### src/zip_bus_pkg.sv
////////////////////
// Bus package for the CPU memory side
// Widths, word and address types, memory operation codes
// and the local-bus address prefix shared by all units
////////////////////

package zip_bus_pkg;

	////////////////////
	// Widths
	////////////////////

	// Data bus width in bits
	localparam int DW = 32;
	// One select bit per byte lane
	localparam int SEL_W = DW / 8;
	// Word address, byte address without the two low bits
	localparam int WB_AW = 30;

	////////////////////
	// Types
	////////////////////

	// Data or instruction word
	typedef logic [DW-1:0] word_t;
	// CPU byte address
	typedef logic [31:0] byte_addr_t;
	// Wishbone word address
	typedef logic [WB_AW-1:0] wb_addr_t;
	// Byte selects, bit 3 is byte offset 0 (big-endian)
	typedef logic [SEL_W-1:0] sel_t;
	// Destination register of a load
	typedef logic [4:0] reg_id_t;

	// Memory operations from the core
	typedef enum logic [2:0] {
		MEM_LW,
		MEM_LH,
		MEM_LB,
		MEM_SW,
		MEM_SH,
		MEM_SB
	} mem_op_t;

	////////////////////
	// Constants
	////////////////////

	// Top address byte of the local bus region
	localparam logic [7:0] LCL_PREFIX = 8'hff;
	// PC step per instruction
	localparam int INSN_BYTES = 4;

endpackage

### src/zip_wb_if.sv
////////////////////
// Wishbone master link
// One master and its side of the arbiter, single-word cycles
////////////////////

`timescale 1ns/1ns

interface zip_wb_if;

	// Master side of the link
	logic			cyc;
	logic			stb;
	logic			lcl;
	logic			we;
	zip_bus_pkg::wb_addr_t	addr;
	zip_bus_pkg::word_t	data;
	zip_bus_pkg::sel_t	sel;

	// Returned by the arbiter
	logic			stall;
	logic			ack;
	logic			err;
	zip_bus_pkg::word_t	idata;

	// Data unit, reads and writes either bus
	modport data_master (
		output cyc, stb, lcl, we, addr, data, sel,
		input  stall, ack, err, idata
	);

	// Fetch unit, global reads only
	modport fetch_master (
		output cyc, stb, addr,
		input  stall, ack, err, idata
	);

	// Arbiter ends of the two links
	modport data_arb (
		input  cyc, stb, lcl, we, addr, data, sel,
		output stall, ack, err, idata
	);
	modport fetch_arb (
		input  cyc, stb, addr,
		output stall, ack, err, idata
	);

endinterface

### src/zip_prefetch.sv
////////////////////
// Single-word instruction prefetch
// Fetches one word per bus cycle, holds it until the core takes it,
// then moves on to the next word; restarts on a new PC
////////////////////

`timescale 1ns/1ns

module zip_prefetch (
	input	logic				i_clk,
	input	logic				i_reset,
	input	logic				i_new_pc,
	input	zip_bus_pkg::byte_addr_t	i_pc,
	input	logic				i_ready,
	output	logic				o_valid,
	output	logic				o_illegal,
	output	zip_bus_pkg::word_t		o_insn,
	output	zip_bus_pkg::byte_addr_t	o_pc,
	zip_wb_if.fetch_master			bus
);
	import zip_bus_pkg::*;

	// PC of the word being fetched, or the next one to fetch
	byte_addr_t	req_pc;
	byte_addr_t	next_pc;
	byte_addr_t	start_pc;
	// New PC seen during a bus cycle, fetch once the cycle ends
	logic		req_pend;
	// Result of the current cycle is stale
	logic		invalid;
	logic		bus_done;
	logic		capture;
	logic		consume;
	logic		start;

	assign next_pc = req_pc + byte_addr_t'(INSN_BYTES);
	assign bus_done = bus.cyc && (bus.ack || bus.err);
	// Keep the word only if nothing redirected the fetch
	assign capture = bus_done && !invalid && !i_new_pc;
	// Core takes the held word
	assign consume = !bus.cyc && !i_new_pc && !req_pend && o_valid && i_ready;
	// After an illegal word, wait for a new PC
	assign start = !bus.cyc && (i_new_pc || req_pend || (consume && !o_illegal));

	always_comb
	begin
		if (i_new_pc)
			start_pc = i_pc;
		else if (req_pend)
			start_pc = req_pc;
		else
			start_pc = next_pc;
	end

	////////////////////
	// Bus and handshake control
	////////////////////
	always_ff @(posedge i_clk)
	begin
		if (i_reset)
		begin
			bus.cyc <= 1'b0;
			bus.stb <= 1'b0;
			req_pend <= 1'b0;
			invalid <= 1'b0;
			o_valid <= 1'b0;
			o_illegal <= 1'b0;
		end else begin
			if (start)
			begin
				bus.cyc <= 1'b1;
				bus.stb <= 1'b1;
			end else if (bus_done)
			begin
				bus.cyc <= 1'b0;
				bus.stb <= 1'b0;
			end else if (!bus.stall)
				bus.stb <= 1'b0;

			// Redirect while a cycle is out
			if (bus_done)
				invalid <= 1'b0;
			else if (bus.cyc && i_new_pc)
				invalid <= 1'b1;
			if (start)
				req_pend <= 1'b0;
			else if (bus.cyc && i_new_pc)
				req_pend <= 1'b1;

			// Held result, cleared by a new PC or by the core
			if (i_new_pc || consume)
				o_valid <= 1'b0;
			else if (capture)
				o_valid <= 1'b1;
			if (capture)
				o_illegal <= bus.err;
		end
	end

	// Addresses and the fetched word
	always_ff @(posedge i_clk)
	begin
		if (i_new_pc)
			req_pc <= i_pc;
		else if (consume)
			req_pc <= next_pc;
		if (start)
			bus.addr <= start_pc[31:2];
		if (capture)
		begin
			o_insn <= bus.idata;
			o_pc <= req_pc;
		end
	end

	a_stb_in_cyc: assert property (@(posedge i_clk) disable iff (i_reset)
		bus.stb |-> bus.cyc);
	a_valid_after_cyc: assert property (@(posedge i_clk) disable iff (i_reset)
		$rose(o_valid) |-> !bus.cyc);

endmodule

### src/zip_memops.sv
////////////////////
// Single-operation memory unit
// One load or store at a time, big-endian byte lanes,
// zero-extended loads and local-bus decode by address prefix
////////////////////

`timescale 1ns/1ns

module zip_memops (
	input	logic				i_clk,
	input	logic				i_reset,
	input	logic				i_ce,
	input	zip_bus_pkg::mem_op_t		i_op,
	input	zip_bus_pkg::byte_addr_t	i_addr,
	input	zip_bus_pkg::word_t		i_data,
	input	zip_bus_pkg::reg_id_t		i_oreg,
	output	logic				o_busy,
	output	logic				o_valid,
	output	logic				o_err,
	output	zip_bus_pkg::reg_id_t		o_wreg,
	output	zip_bus_pkg::word_t		o_result,
	zip_wb_if.data_master			bus
);
	import zip_bus_pkg::*;

	// Operation and lane kept for the load return
	mem_op_t	op_q;
	logic [1:0]	lane;
	sel_t		ce_sel;
	word_t		ce_data;
	word_t		shifted;
	word_t		load_word;
	logic		bus_done;

	assign bus_done = bus.cyc && (bus.ack || bus.err);
	// Busy for the whole bus cycle
	assign o_busy = bus.cyc;

	////////////////////
	// Byte selects and store lanes
	////////////////////
	always_comb
	begin
		case (i_op)
		MEM_LH, MEM_SH:
		begin
			ce_sel = i_addr[1] ? 4'b0011 : 4'b1100;
			ce_data = {2{i_data[15:0]}};
		end
		MEM_LB, MEM_SB:
		begin
			// Offset 0 is the top lane
			ce_sel = 4'b1000 >> i_addr[1:0];
			ce_data = {4{i_data[7:0]}};
		end
		default:
		begin
			ce_sel = '1;
			ce_data = i_data;
		end
		endcase
	end

	// Move the addressed lane down, then clear the upper bits
	always_comb
	begin
		case (op_q)
		MEM_LH:
		begin
			shifted = bus.idata >> {~lane[1], 4'b0000};
			load_word = {16'h0, shifted[15:0]};
		end
		MEM_LB:
		begin
			shifted = bus.idata >> {~lane, 3'b000};
			load_word = {24'h0, shifted[7:0]};
		end
		default:
		begin
			shifted = bus.idata;
			load_word = shifted;
		end
		endcase
	end

	////////////////////
	// Bus cycle control
	////////////////////
	always_ff @(posedge i_clk)
	begin
		if (i_reset)
		begin
			bus.cyc <= 1'b0;
			bus.stb <= 1'b0;
			o_valid <= 1'b0;
			o_err <= 1'b0;
		end else begin
			if (i_ce)
			begin
				bus.cyc <= 1'b1;
				bus.stb <= 1'b1;
			end else if (bus_done)
			begin
				bus.cyc <= 1'b0;
				bus.stb <= 1'b0;
			end else if (!bus.stall)
				bus.stb <= 1'b0;

			// Loads only report data
			o_valid <= bus.cyc && bus.ack && !bus.we;
			o_err <= bus.cyc && bus.err;
		end
	end

	// Request registers
	always_ff @(posedge i_clk)
	begin
		if (i_ce)
		begin
			bus.addr <= i_addr[31:2];
			bus.lcl <= (i_addr[31:24] == LCL_PREFIX);
			bus.we <= (i_op == MEM_SW) || (i_op == MEM_SH) || (i_op == MEM_SB);
			bus.sel <= ce_sel;
			bus.data <= ce_data;
			o_wreg <= i_oreg;
			op_q <= i_op;
			lane <= i_addr[1:0];
		end
		if (bus_done)
			o_result <= load_word;
	end

	a_no_ce_busy: assert property (@(posedge i_clk) disable iff (i_reset)
		i_ce |-> !o_busy);
	a_valid_or_err: assert property (@(posedge i_clk) disable iff (i_reset)
		!(o_valid && o_err));

endmodule

### src/zip_bus_arbiter.sv
////////////////////
// Data-priority bus arbiter
// Merges the data and fetch masters onto one Wishbone bus
// with global and local cycle lines, grant held per bus cycle
////////////////////

`timescale 1ns/1ns

module zip_bus_arbiter (
	input	logic				i_clk,
	input	logic				i_reset,
	zip_wb_if.data_arb			mem,
	zip_wb_if.fetch_arb			pf,
	output	logic				o_wb_gbl_cyc,
	output	logic				o_wb_gbl_stb,
	output	logic				o_wb_lcl_cyc,
	output	logic				o_wb_lcl_stb,
	output	logic				o_wb_we,
	output	zip_bus_pkg::wb_addr_t		o_wb_addr,
	output	zip_bus_pkg::word_t		o_wb_data,
	output	zip_bus_pkg::sel_t		o_wb_sel,
	input	logic				i_wb_stall,
	input	logic				i_wb_ack,
	input	logic				i_wb_err,
	input	zip_bus_pkg::word_t		i_wb_data
);
	import zip_bus_pkg::*;

	// Grant register, 1 means the data master owns the bus
	logic	held;
	logic	owner_q;
	logic	owner;
	logic	owner_cyc;

	// Free bus: data first, fetch otherwise
	assign owner = held ? owner_q : mem.cyc;
	assign owner_cyc = owner ? mem.cyc : pf.cyc;

	always_ff @(posedge i_clk)
	begin
		if (i_reset)
		begin
			held <= 1'b0;
			owner_q <= 1'b0;
		end else begin
			// Released once the owner drops its cycle
			held <= owner_cyc;
			owner_q <= owner;
		end
	end

	////////////////////
	// Request mux
	////////////////////

	// Fetch is always a global read
	assign o_wb_gbl_cyc = owner ? (mem.cyc && !mem.lcl) : pf.cyc;
	assign o_wb_gbl_stb = owner ? (mem.stb && !mem.lcl) : pf.stb;
	assign o_wb_lcl_cyc = owner && mem.cyc && mem.lcl;
	assign o_wb_lcl_stb = owner && mem.stb && mem.lcl;
	assign o_wb_we = owner && mem.we;
	assign o_wb_addr = owner ? mem.addr : pf.addr;
	// Fetch never writes, so the store data passes straight through
	assign o_wb_data = mem.data;
	assign o_wb_sel = owner ? mem.sel : {SEL_W{1'b1}};

	////////////////////
	// Return paths
	////////////////////

	// The waiting master sees a stalled, silent bus
	assign mem.stall = owner ? i_wb_stall : 1'b1;
	assign mem.ack = owner && i_wb_ack;
	assign mem.err = owner && i_wb_err;
	assign mem.idata = i_wb_data;

	assign pf.stall = owner ? 1'b1 : i_wb_stall;
	assign pf.ack = !owner && i_wb_ack;
	assign pf.err = !owner && i_wb_err;
	assign pf.idata = i_wb_data;

	a_one_cyc: assert property (@(posedge i_clk) disable iff (i_reset)
		!(o_wb_gbl_cyc && o_wb_lcl_cyc));
	a_grant_hold: assert property (@(posedge i_clk) disable iff (i_reset)
		(owner != $past(owner)) |-> !$past(owner_cyc));

endmodule

### src/zip_bus_top.sv
////////////////////
// CPU bus side, top level
// Prefetch and memory unit sharing one Wishbone bus
// through the data-priority arbiter
////////////////////

`timescale 1ns/1ns

module zip_bus_top (
	input	logic				i_clk,
	input	logic				i_reset,
	// Core fetch port
	input	logic				i_pf_new_pc,
	input	zip_bus_pkg::byte_addr_t	i_pf_pc,
	input	logic				i_pf_ready,
	output	logic				o_pf_valid,
	output	logic				o_pf_illegal,
	output	zip_bus_pkg::word_t		o_pf_insn,
	output	zip_bus_pkg::byte_addr_t	o_pf_pc,
	// Core memory port
	input	logic				i_mem_ce,
	input	zip_bus_pkg::mem_op_t		i_mem_op,
	input	zip_bus_pkg::byte_addr_t	i_mem_addr,
	input	zip_bus_pkg::word_t		i_mem_data,
	input	zip_bus_pkg::reg_id_t		i_mem_reg,
	output	logic				o_mem_busy,
	output	logic				o_mem_valid,
	output	logic				o_mem_err,
	output	zip_bus_pkg::reg_id_t		o_mem_wreg,
	output	zip_bus_pkg::word_t		o_mem_result,
	// Wishbone bus
	output	logic				o_wb_gbl_cyc,
	output	logic				o_wb_gbl_stb,
	output	logic				o_wb_lcl_cyc,
	output	logic				o_wb_lcl_stb,
	output	logic				o_wb_we,
	output	zip_bus_pkg::wb_addr_t		o_wb_addr,
	output	zip_bus_pkg::word_t		o_wb_data,
	output	zip_bus_pkg::sel_t		o_wb_sel,
	input	logic				i_wb_stall,
	input	logic				i_wb_ack,
	input	logic				i_wb_err,
	input	zip_bus_pkg::word_t		i_wb_data
);
	import zip_bus_pkg::*;

	// Links between the units and the arbiter
	zip_wb_if pf_bus ();
	zip_wb_if mem_bus ();

	zip_prefetch pf (
		.i_clk(i_clk), .i_reset(i_reset),
		.i_new_pc(i_pf_new_pc), .i_pc(i_pf_pc), .i_ready(i_pf_ready),
		.o_valid(o_pf_valid), .o_illegal(o_pf_illegal),
		.o_insn(o_pf_insn), .o_pc(o_pf_pc),
		.bus(pf_bus.fetch_master)
	);

	zip_memops mem (
		.i_clk(i_clk), .i_reset(i_reset),
		.i_ce(i_mem_ce), .i_op(i_mem_op), .i_addr(i_mem_addr),
		.i_data(i_mem_data), .i_oreg(i_mem_reg),
		.o_busy(o_mem_busy), .o_valid(o_mem_valid), .o_err(o_mem_err),
		.o_wreg(o_mem_wreg), .o_result(o_mem_result),
		.bus(mem_bus.data_master)
	);

	// Data unit takes priority over fetch
	zip_bus_arbiter arb (
		.i_clk(i_clk), .i_reset(i_reset),
		.mem(mem_bus.data_arb), .pf(pf_bus.fetch_arb),
		.o_wb_gbl_cyc(o_wb_gbl_cyc), .o_wb_gbl_stb(o_wb_gbl_stb),
		.o_wb_lcl_cyc(o_wb_lcl_cyc), .o_wb_lcl_stb(o_wb_lcl_stb),
		.o_wb_we(o_wb_we), .o_wb_addr(o_wb_addr),
		.o_wb_data(o_wb_data), .o_wb_sel(o_wb_sel),
		.i_wb_stall(i_wb_stall), .i_wb_ack(i_wb_ack),
		.i_wb_err(i_wb_err), .i_wb_data(i_wb_data)
	);

endmodule

### config.mk
export PLATFORM = sky130hd
export DESIGN_NAME = zip_bus_top
export DESIGN_NICKNAME = d
export VERILOG_FILES = /design/src/zip_bus_pkg.sv /design/src/zip_wb_if.sv /design/src/zip_prefetch.sv /design/src/zip_memops.sv /design/src/zip_bus_arbiter.sv /design/src/zip_bus_top.sv
export SDC_FILE = /design/constraint.sdc
export NUM_CORES = 1
export LEC_CHECK = 0
export BUFFER_PORTS_ARGS = -buffer_cell sky130_fd_sc_hd__buf_2
export CAP_MARGIN = 20
export CORE_MARGIN = 1.5
export CORE_UTILIZATION = 37
export DETAILED_ROUTE_END_ITERATION = 8
export PLACE_DENSITY_LB_ADDON = 0.3
export SLEW_MARGIN = 40
export SYNTH_ARGS = -nofsm -noshare
export SYNTH_HDL_FRONTEND = slang
export SYNTH_SLANG_ARGS = --single-unit
### constraint.sdc
create_clock -name i_clk -period 13.6 [get_ports i_clk]
set_input_delay 0.68 -clock i_clk [delete_from_list [all_inputs] [get_ports i_clk]]
set_output_delay 0.68 -clock i_clk [all_outputs]
set_load 0.02 [all_outputs]
* After elaboration in Yosys (flattened, before gate mapping) *
Index checks and enable logic that the tools add are counted.

word-level totals
  register bits = 248
  input bits = 144
  word-level logic and storage cells = 115

cells by class
  add/sub/neg operators = 1
  equality and inequality tests = 10
  shift-type cells = 3
  muxes and demuxes = 26
  bitwise logic cells = 2
  reductions and logical operators = 48

operators with widths
  kind                                             number
  two-way mux 32 bit                               4
  one-hot mux 32 bit (2 select lines)              2
  adder 32 x 3 -> 32 bit, second input constant    1
  >> shifter 32 x 5 -> 16 bit                      1
  >> shifter 32 x 5 -> 8 bit                       1
  two-way mux 30 bit                               1
  logical AND 1 bit                                25
  two-way mux 1 bit                                16
  OR reduction 2 bit                               5
  == test 3 x 2 -> 1 bit, second input constant    3
  == test 8 bit, second input constant             1
  zero test 1 bit                                  8
  two-way mux 4 bit                                2
  one-hot mux 4 bit (2 select lines)               1
  logical OR 1 bit                                 7
  == test 3 x 1 -> 1 bit, second input constant    2
  == test 3 bit, second input constant             2
  != test 3 bit, second input constant             2
  nonzero test 2 bit                               3
  >> shifter 4 x 2 -> 4 bit, first input constant  1
  NOT 2 bit                                        1
  NOT 1 bit                                        1

* Longest topological paths before layout *
  depth in word-level cells = 9
  gate-level depth with buffers = 7

* Hierarchy *
A second synthesis with hierarchy kept.

second synthesis, totals
  cell total of the unflattened synthesis = 945
  area, all modules = 12240.5 um^2

by module, submodules not included
  module           instances  cells an instance  area an instance (um^2)  sequential area each (um^2)
  zip_prefetch     1          423                5843.1                   3903.7
  zip_memops       1          366                4984.8                   3383.2
  zip_bus_arbiter  1          156                1412.6                   40.0

* Least setup slack after synthesis *
No wires, ideal clock.

  path kind = input-to-reg
  start = in i_pf_new_pc
  end = reg pf.o_insn[0] (enable)
  arrival time = 7.121 ns
  required time = 12.952 ns
  path slack = 5.831 ns
  stages = 2
  cell sequence = clkbuf_1 > nor4_1

on the way
  longest elaborated chain between the ends = 2

RTL lines
  item                  RTL line             text
  start, declared       zip_bus_top.sv:13    input logic i_pf_new_pc,
  zero test 1 bit       zip_prefetch.sv:39   assign capture = bus_done && !invalid && !i_new_pc;
  logical AND 1 bit     zip_prefetch.sv:39
  net pf.capture        zip_prefetch.sv:32   logic capture;
  end signal, assigned  zip_prefetch.sv:111  o_insn <= bus.idata;
  end, declared         zip_prefetch.sv:17   output zip_bus_pkg::word_t o_insn,

The timed path passes the listed nets, and every way through them passes these cells.
A chain may end at the register's enable or synchronous reset.

* Worst setup path in the final report *
  start = reg arb.held
  end = out o_wb_addr[6]

on the way
  longest elaborated chain between the ends = 2

RTL lines
  item                    RTL line               text
  start, declared         zip_bus_arbiter.sv:30  logic held;
  start signal, assigned  zip_bus_arbiter.sv:47  held <= owner_cyc;
  two-way mux 1 bit       zip_bus_arbiter.sv:36  assign owner = held ? owner_q : mem.cyc;
  two-way mux 30 bit      zip_bus_arbiter.sv:62  assign o_wb_addr = owner ? mem.addr : pf.addr;
  end, declared           zip_bus_top.sv:37      output zip_bus_pkg::wb_addr_t o_wb_addr,

No other way between the ends.

==> results.txt <==
Status - finished, final reports clean
Worst-margin pin slew - 0.788 ns
FF+latch area - 7330 um^2
Flop pwr share - 0.494
Dominant synthesized flop cell - edfxtp_1
Worst vdd ir - 0.0813 mV
Residual DRC - 0
Initial antenna violation count - 6
Io pins - 321
Slew headroom - 0.472
Clock buffer depth - 3
Pint - 1.42 mW
# rows - 62
YS warnings - 0
Detail Placement HPWL - 19700 um
Iter 0 DRT Violations - 517
Layout cell share with drive strength beyond 1 - 0.378
CTS tree - yes
Clk pwr share - 0.372
Worst min-delay path class - primary input to register
Placed cells - 1493
Async set-reset flop share out of synthesis - 0
GR Overflow Total - 0
Drt pass-1 iters - 5
Die area - 30700 um^2
Routed via count - 7966
Arrival @ worst endpoint - 2.28 ns
CP delay by family, top - multiplexers
Max Clk Rate - 338 MHz
Post-Syn Area - 11000 um^2
Vias in the first global route - 7627
Post-CTS Resized - 0
Multi-input logic area - 3460 um^2
Fillers - 2665
Fin crit share - 0.218
Area contributors post-synth - edfxtp_1 65%, mux2_2 5.3%, nand2_1 2.3%
Skew-Pair Late Insertion Delay - 0.53 ns
Slowest stage delay, CP - 0.49 ns
Post-synthesis sequential area ratio - 0.668
Fin util - 0.480
RSZ-0062 raised after global routing - no
Total wire length - 27900 um
Crit start category - register
Tmin final - 2.96 ns
Worst path slowest cell - buf_4
Clock-pin transition on the worst setup and hold timing paths - 0.06 ns
H-tree depth - 1
Worst Setup End Kind - primary output
Post-synth top area share - 0.647
Yosys top cell by area - edfxtp_1
Cell Count, Final, Fillers Out - 1545
Hold_buf cts - 0
WL/cell - 18.1 um
Synth Register Bits - 248
Post-synth EDFFs - 236
First-pass GRT wire length - 42900 um
Post-Syn Nets - 972
Reg2reg setup slack - 10.91 ns
Die H - 175 um
Critical Path RT - 12.92 ns
MaxCap Viol Count - 0
Hold Vio Cnt, Final - 0
Fin nets - 1283
Crit path buf inv count - 2
Via density - 5.16
Cell Chain, Critical Path - mux2i_4 > buf_4 > mux2_2 > buf_2
Setup TNS - 0 ns
Core Footprint - 28900 um^2
Avg Inst Size Synth - 13.3 um^2
Starting Density - 0.379
Leakage - 5.34 nW
Final Setup Violations - 0
Total GRT Usage - 0.178
Clock skew - 0.0143 ns
Routed Antenna Nets - 0
Area growth syn-to-layout - 26.6%
Post-Syn Instances - 827
Switching part of the total - 0.251
Post-CTS setup buffer count - 0
Max Slew Vio Count - 0
Worst Path Class, Setup - register to primary output
PD cells - 136 nW/um^2
Root buf cell - clkbuf_16
Gpl congestion - 0.815
Largest net degree at the start of global routing - 68
Logic gate share of total power - 0.134
Die X - 175 um
TritonCTS Buffers - 27
Switching power - 0.476 mW
Max FO, Critical Path - 43
Clk sinks - 248
Buffers on Ports - 320
Post-synth cell types - 53
[synth_stat cells, types with 3 or more instances]
master,number
a22oi_1,8
nand4_1,9
and3_1,4
inv_1,9
o21ai_0,46
nor4_1,12
a22o_1,26
or2_2,6
mux2_2,52
mux2i_1,10
or4_1,11
nand3_1,12
nor3_1,9
a221o_1,8
dfxtp_1,12
and4_1,3
a21oi_1,10
o31ai_1,6
clkbuf_1,38
nand3b_1,12
o31a_1,3
nor2_1,66
buf_1,4
nor2b_1,22
buf_2,5
xnor2_1,13
edfxtp_1,236
or3_1,22
nand2_1,68
xor2_1,17
a31oi_1,26
nand2b_1,7
o22ai_1,8
[layout by cell type, fill, tap and decap left out, types with 12 or more instances in the layout]
cell type,instances
nand2_1,68
dfxtp_1,12
edfxtp_1,236
nand3b_1,12
nand3_1,12
clkbuf_16,28
nor2_1,64
buf_2,319
a22o_1,26
a31oi_1,26
xnor2_1,12
o21ai_0,46
or3_1,22
xor2_1,17
nor2b_1,21
mux2_2,52
[power by group through the flow]
stage | Clock (mW) | Sequential, mW | Combinational (mW)
2_1_floorplan | 0 | 0.971 | 0.128
3_3_place_gp | 0 | 0.950 | 0.249
3_5_place_dp | 0 | 0.951 | 0.255
4_1_cts | 0.723 | 0.936 | 0.256
5_1_grt | 0.754 | 0.942 | 0.276
6_report | 0.704 | 0.936 | 0.253
[sequential cells by signal (all words and copies together), names as in the netlist, 4 cells and up]
name	cells
pf.o_pc	32
mem.bus.sel	4
pf.req_pc	32
pf.o_insn	32
mem.o_wreg	5
mem.bus.data	32
mem.o_result	32
pf.bus.addr	30
mem.bus.addr	30
[worst reg2reg max path, delay by kind of cell, from the launching register on]
| kind | cells | cell delay, ns |
|---|---|---|
| and+or+nand+nor | 3 | 1.59 |
| DFF | 1 | 0.49 |
| adders and majority gates | 1 | 0.27 |
| AOI/OAI and AO/OA | 1 | 0.19 |
[metrics by stage]
step / instance area, um^2 / hold WS (ns) / total power, mW / setup slack, ns
floorplan: 11000 / 0.400 / 1.10 / 5.83
global placement: 13000 / 0.411 / 1.20 / 10.73
detailed placement: 13000 / 0.409 / 1.21 / 10.92
CTS: 13900 / 0.293 / 1.91 / 10.61
global route: 13900 / 0.294 / 1.97 / 10.50
finish: 13900 / 0.325 / 1.89 / 10.64
[layer usage]
| layer | track usage | up-vias | routed length (um) |
|---|---|---|---|
| li1 | - | 3808 | - |
| met1 | 0.244 | 3812 | 12400 |
| met2 | 0.285 | 296 | 12800 |
| met3 | 0.0398 | 46 | 2120 |
| met4 | 0.0488 | 4 | 603 |
| met5 | 0 | - | 27 |
[worst paths after layout]
path                  from  depth (start not counted)         endpoint
max               arb.held                          4     o_wb_addr[6]
min          i_mem_addr[9]                          1  mem.bus.addr[7]
max reg2reg   pf.req_pc[2]                          5  pf.bus.addr[16]
min reg2reg   pf.req_pc[1]                          0       pf.o_pc[1]
[logic make-up after synthesis]
family / Yosys count / synth area share
simple gates: 273 / 0.128
fa+ha+maj: 1 / 0.00114
mux: 62 / 0.0626
flops: 248 / 0.668
compound gates: 155 / 0.0954
buf+inv: 58 / 0.0207
xor+xnor: 30 / 0.0240
[layout make-up]
type | count | area share
flip-flops and latches | 248 | 0.528
multi-input cells | 521 | 0.249
repair buffers | 331 | 0.124
clock buffers | 36 | 0.0527
well taps | 384 | 0.0346
clock inverters | 14 | 0.00893
inverters | 9 | 0.00243
diodes | 2 | 0.000361
Note: power is estimated with default switching activity, not from simulation.
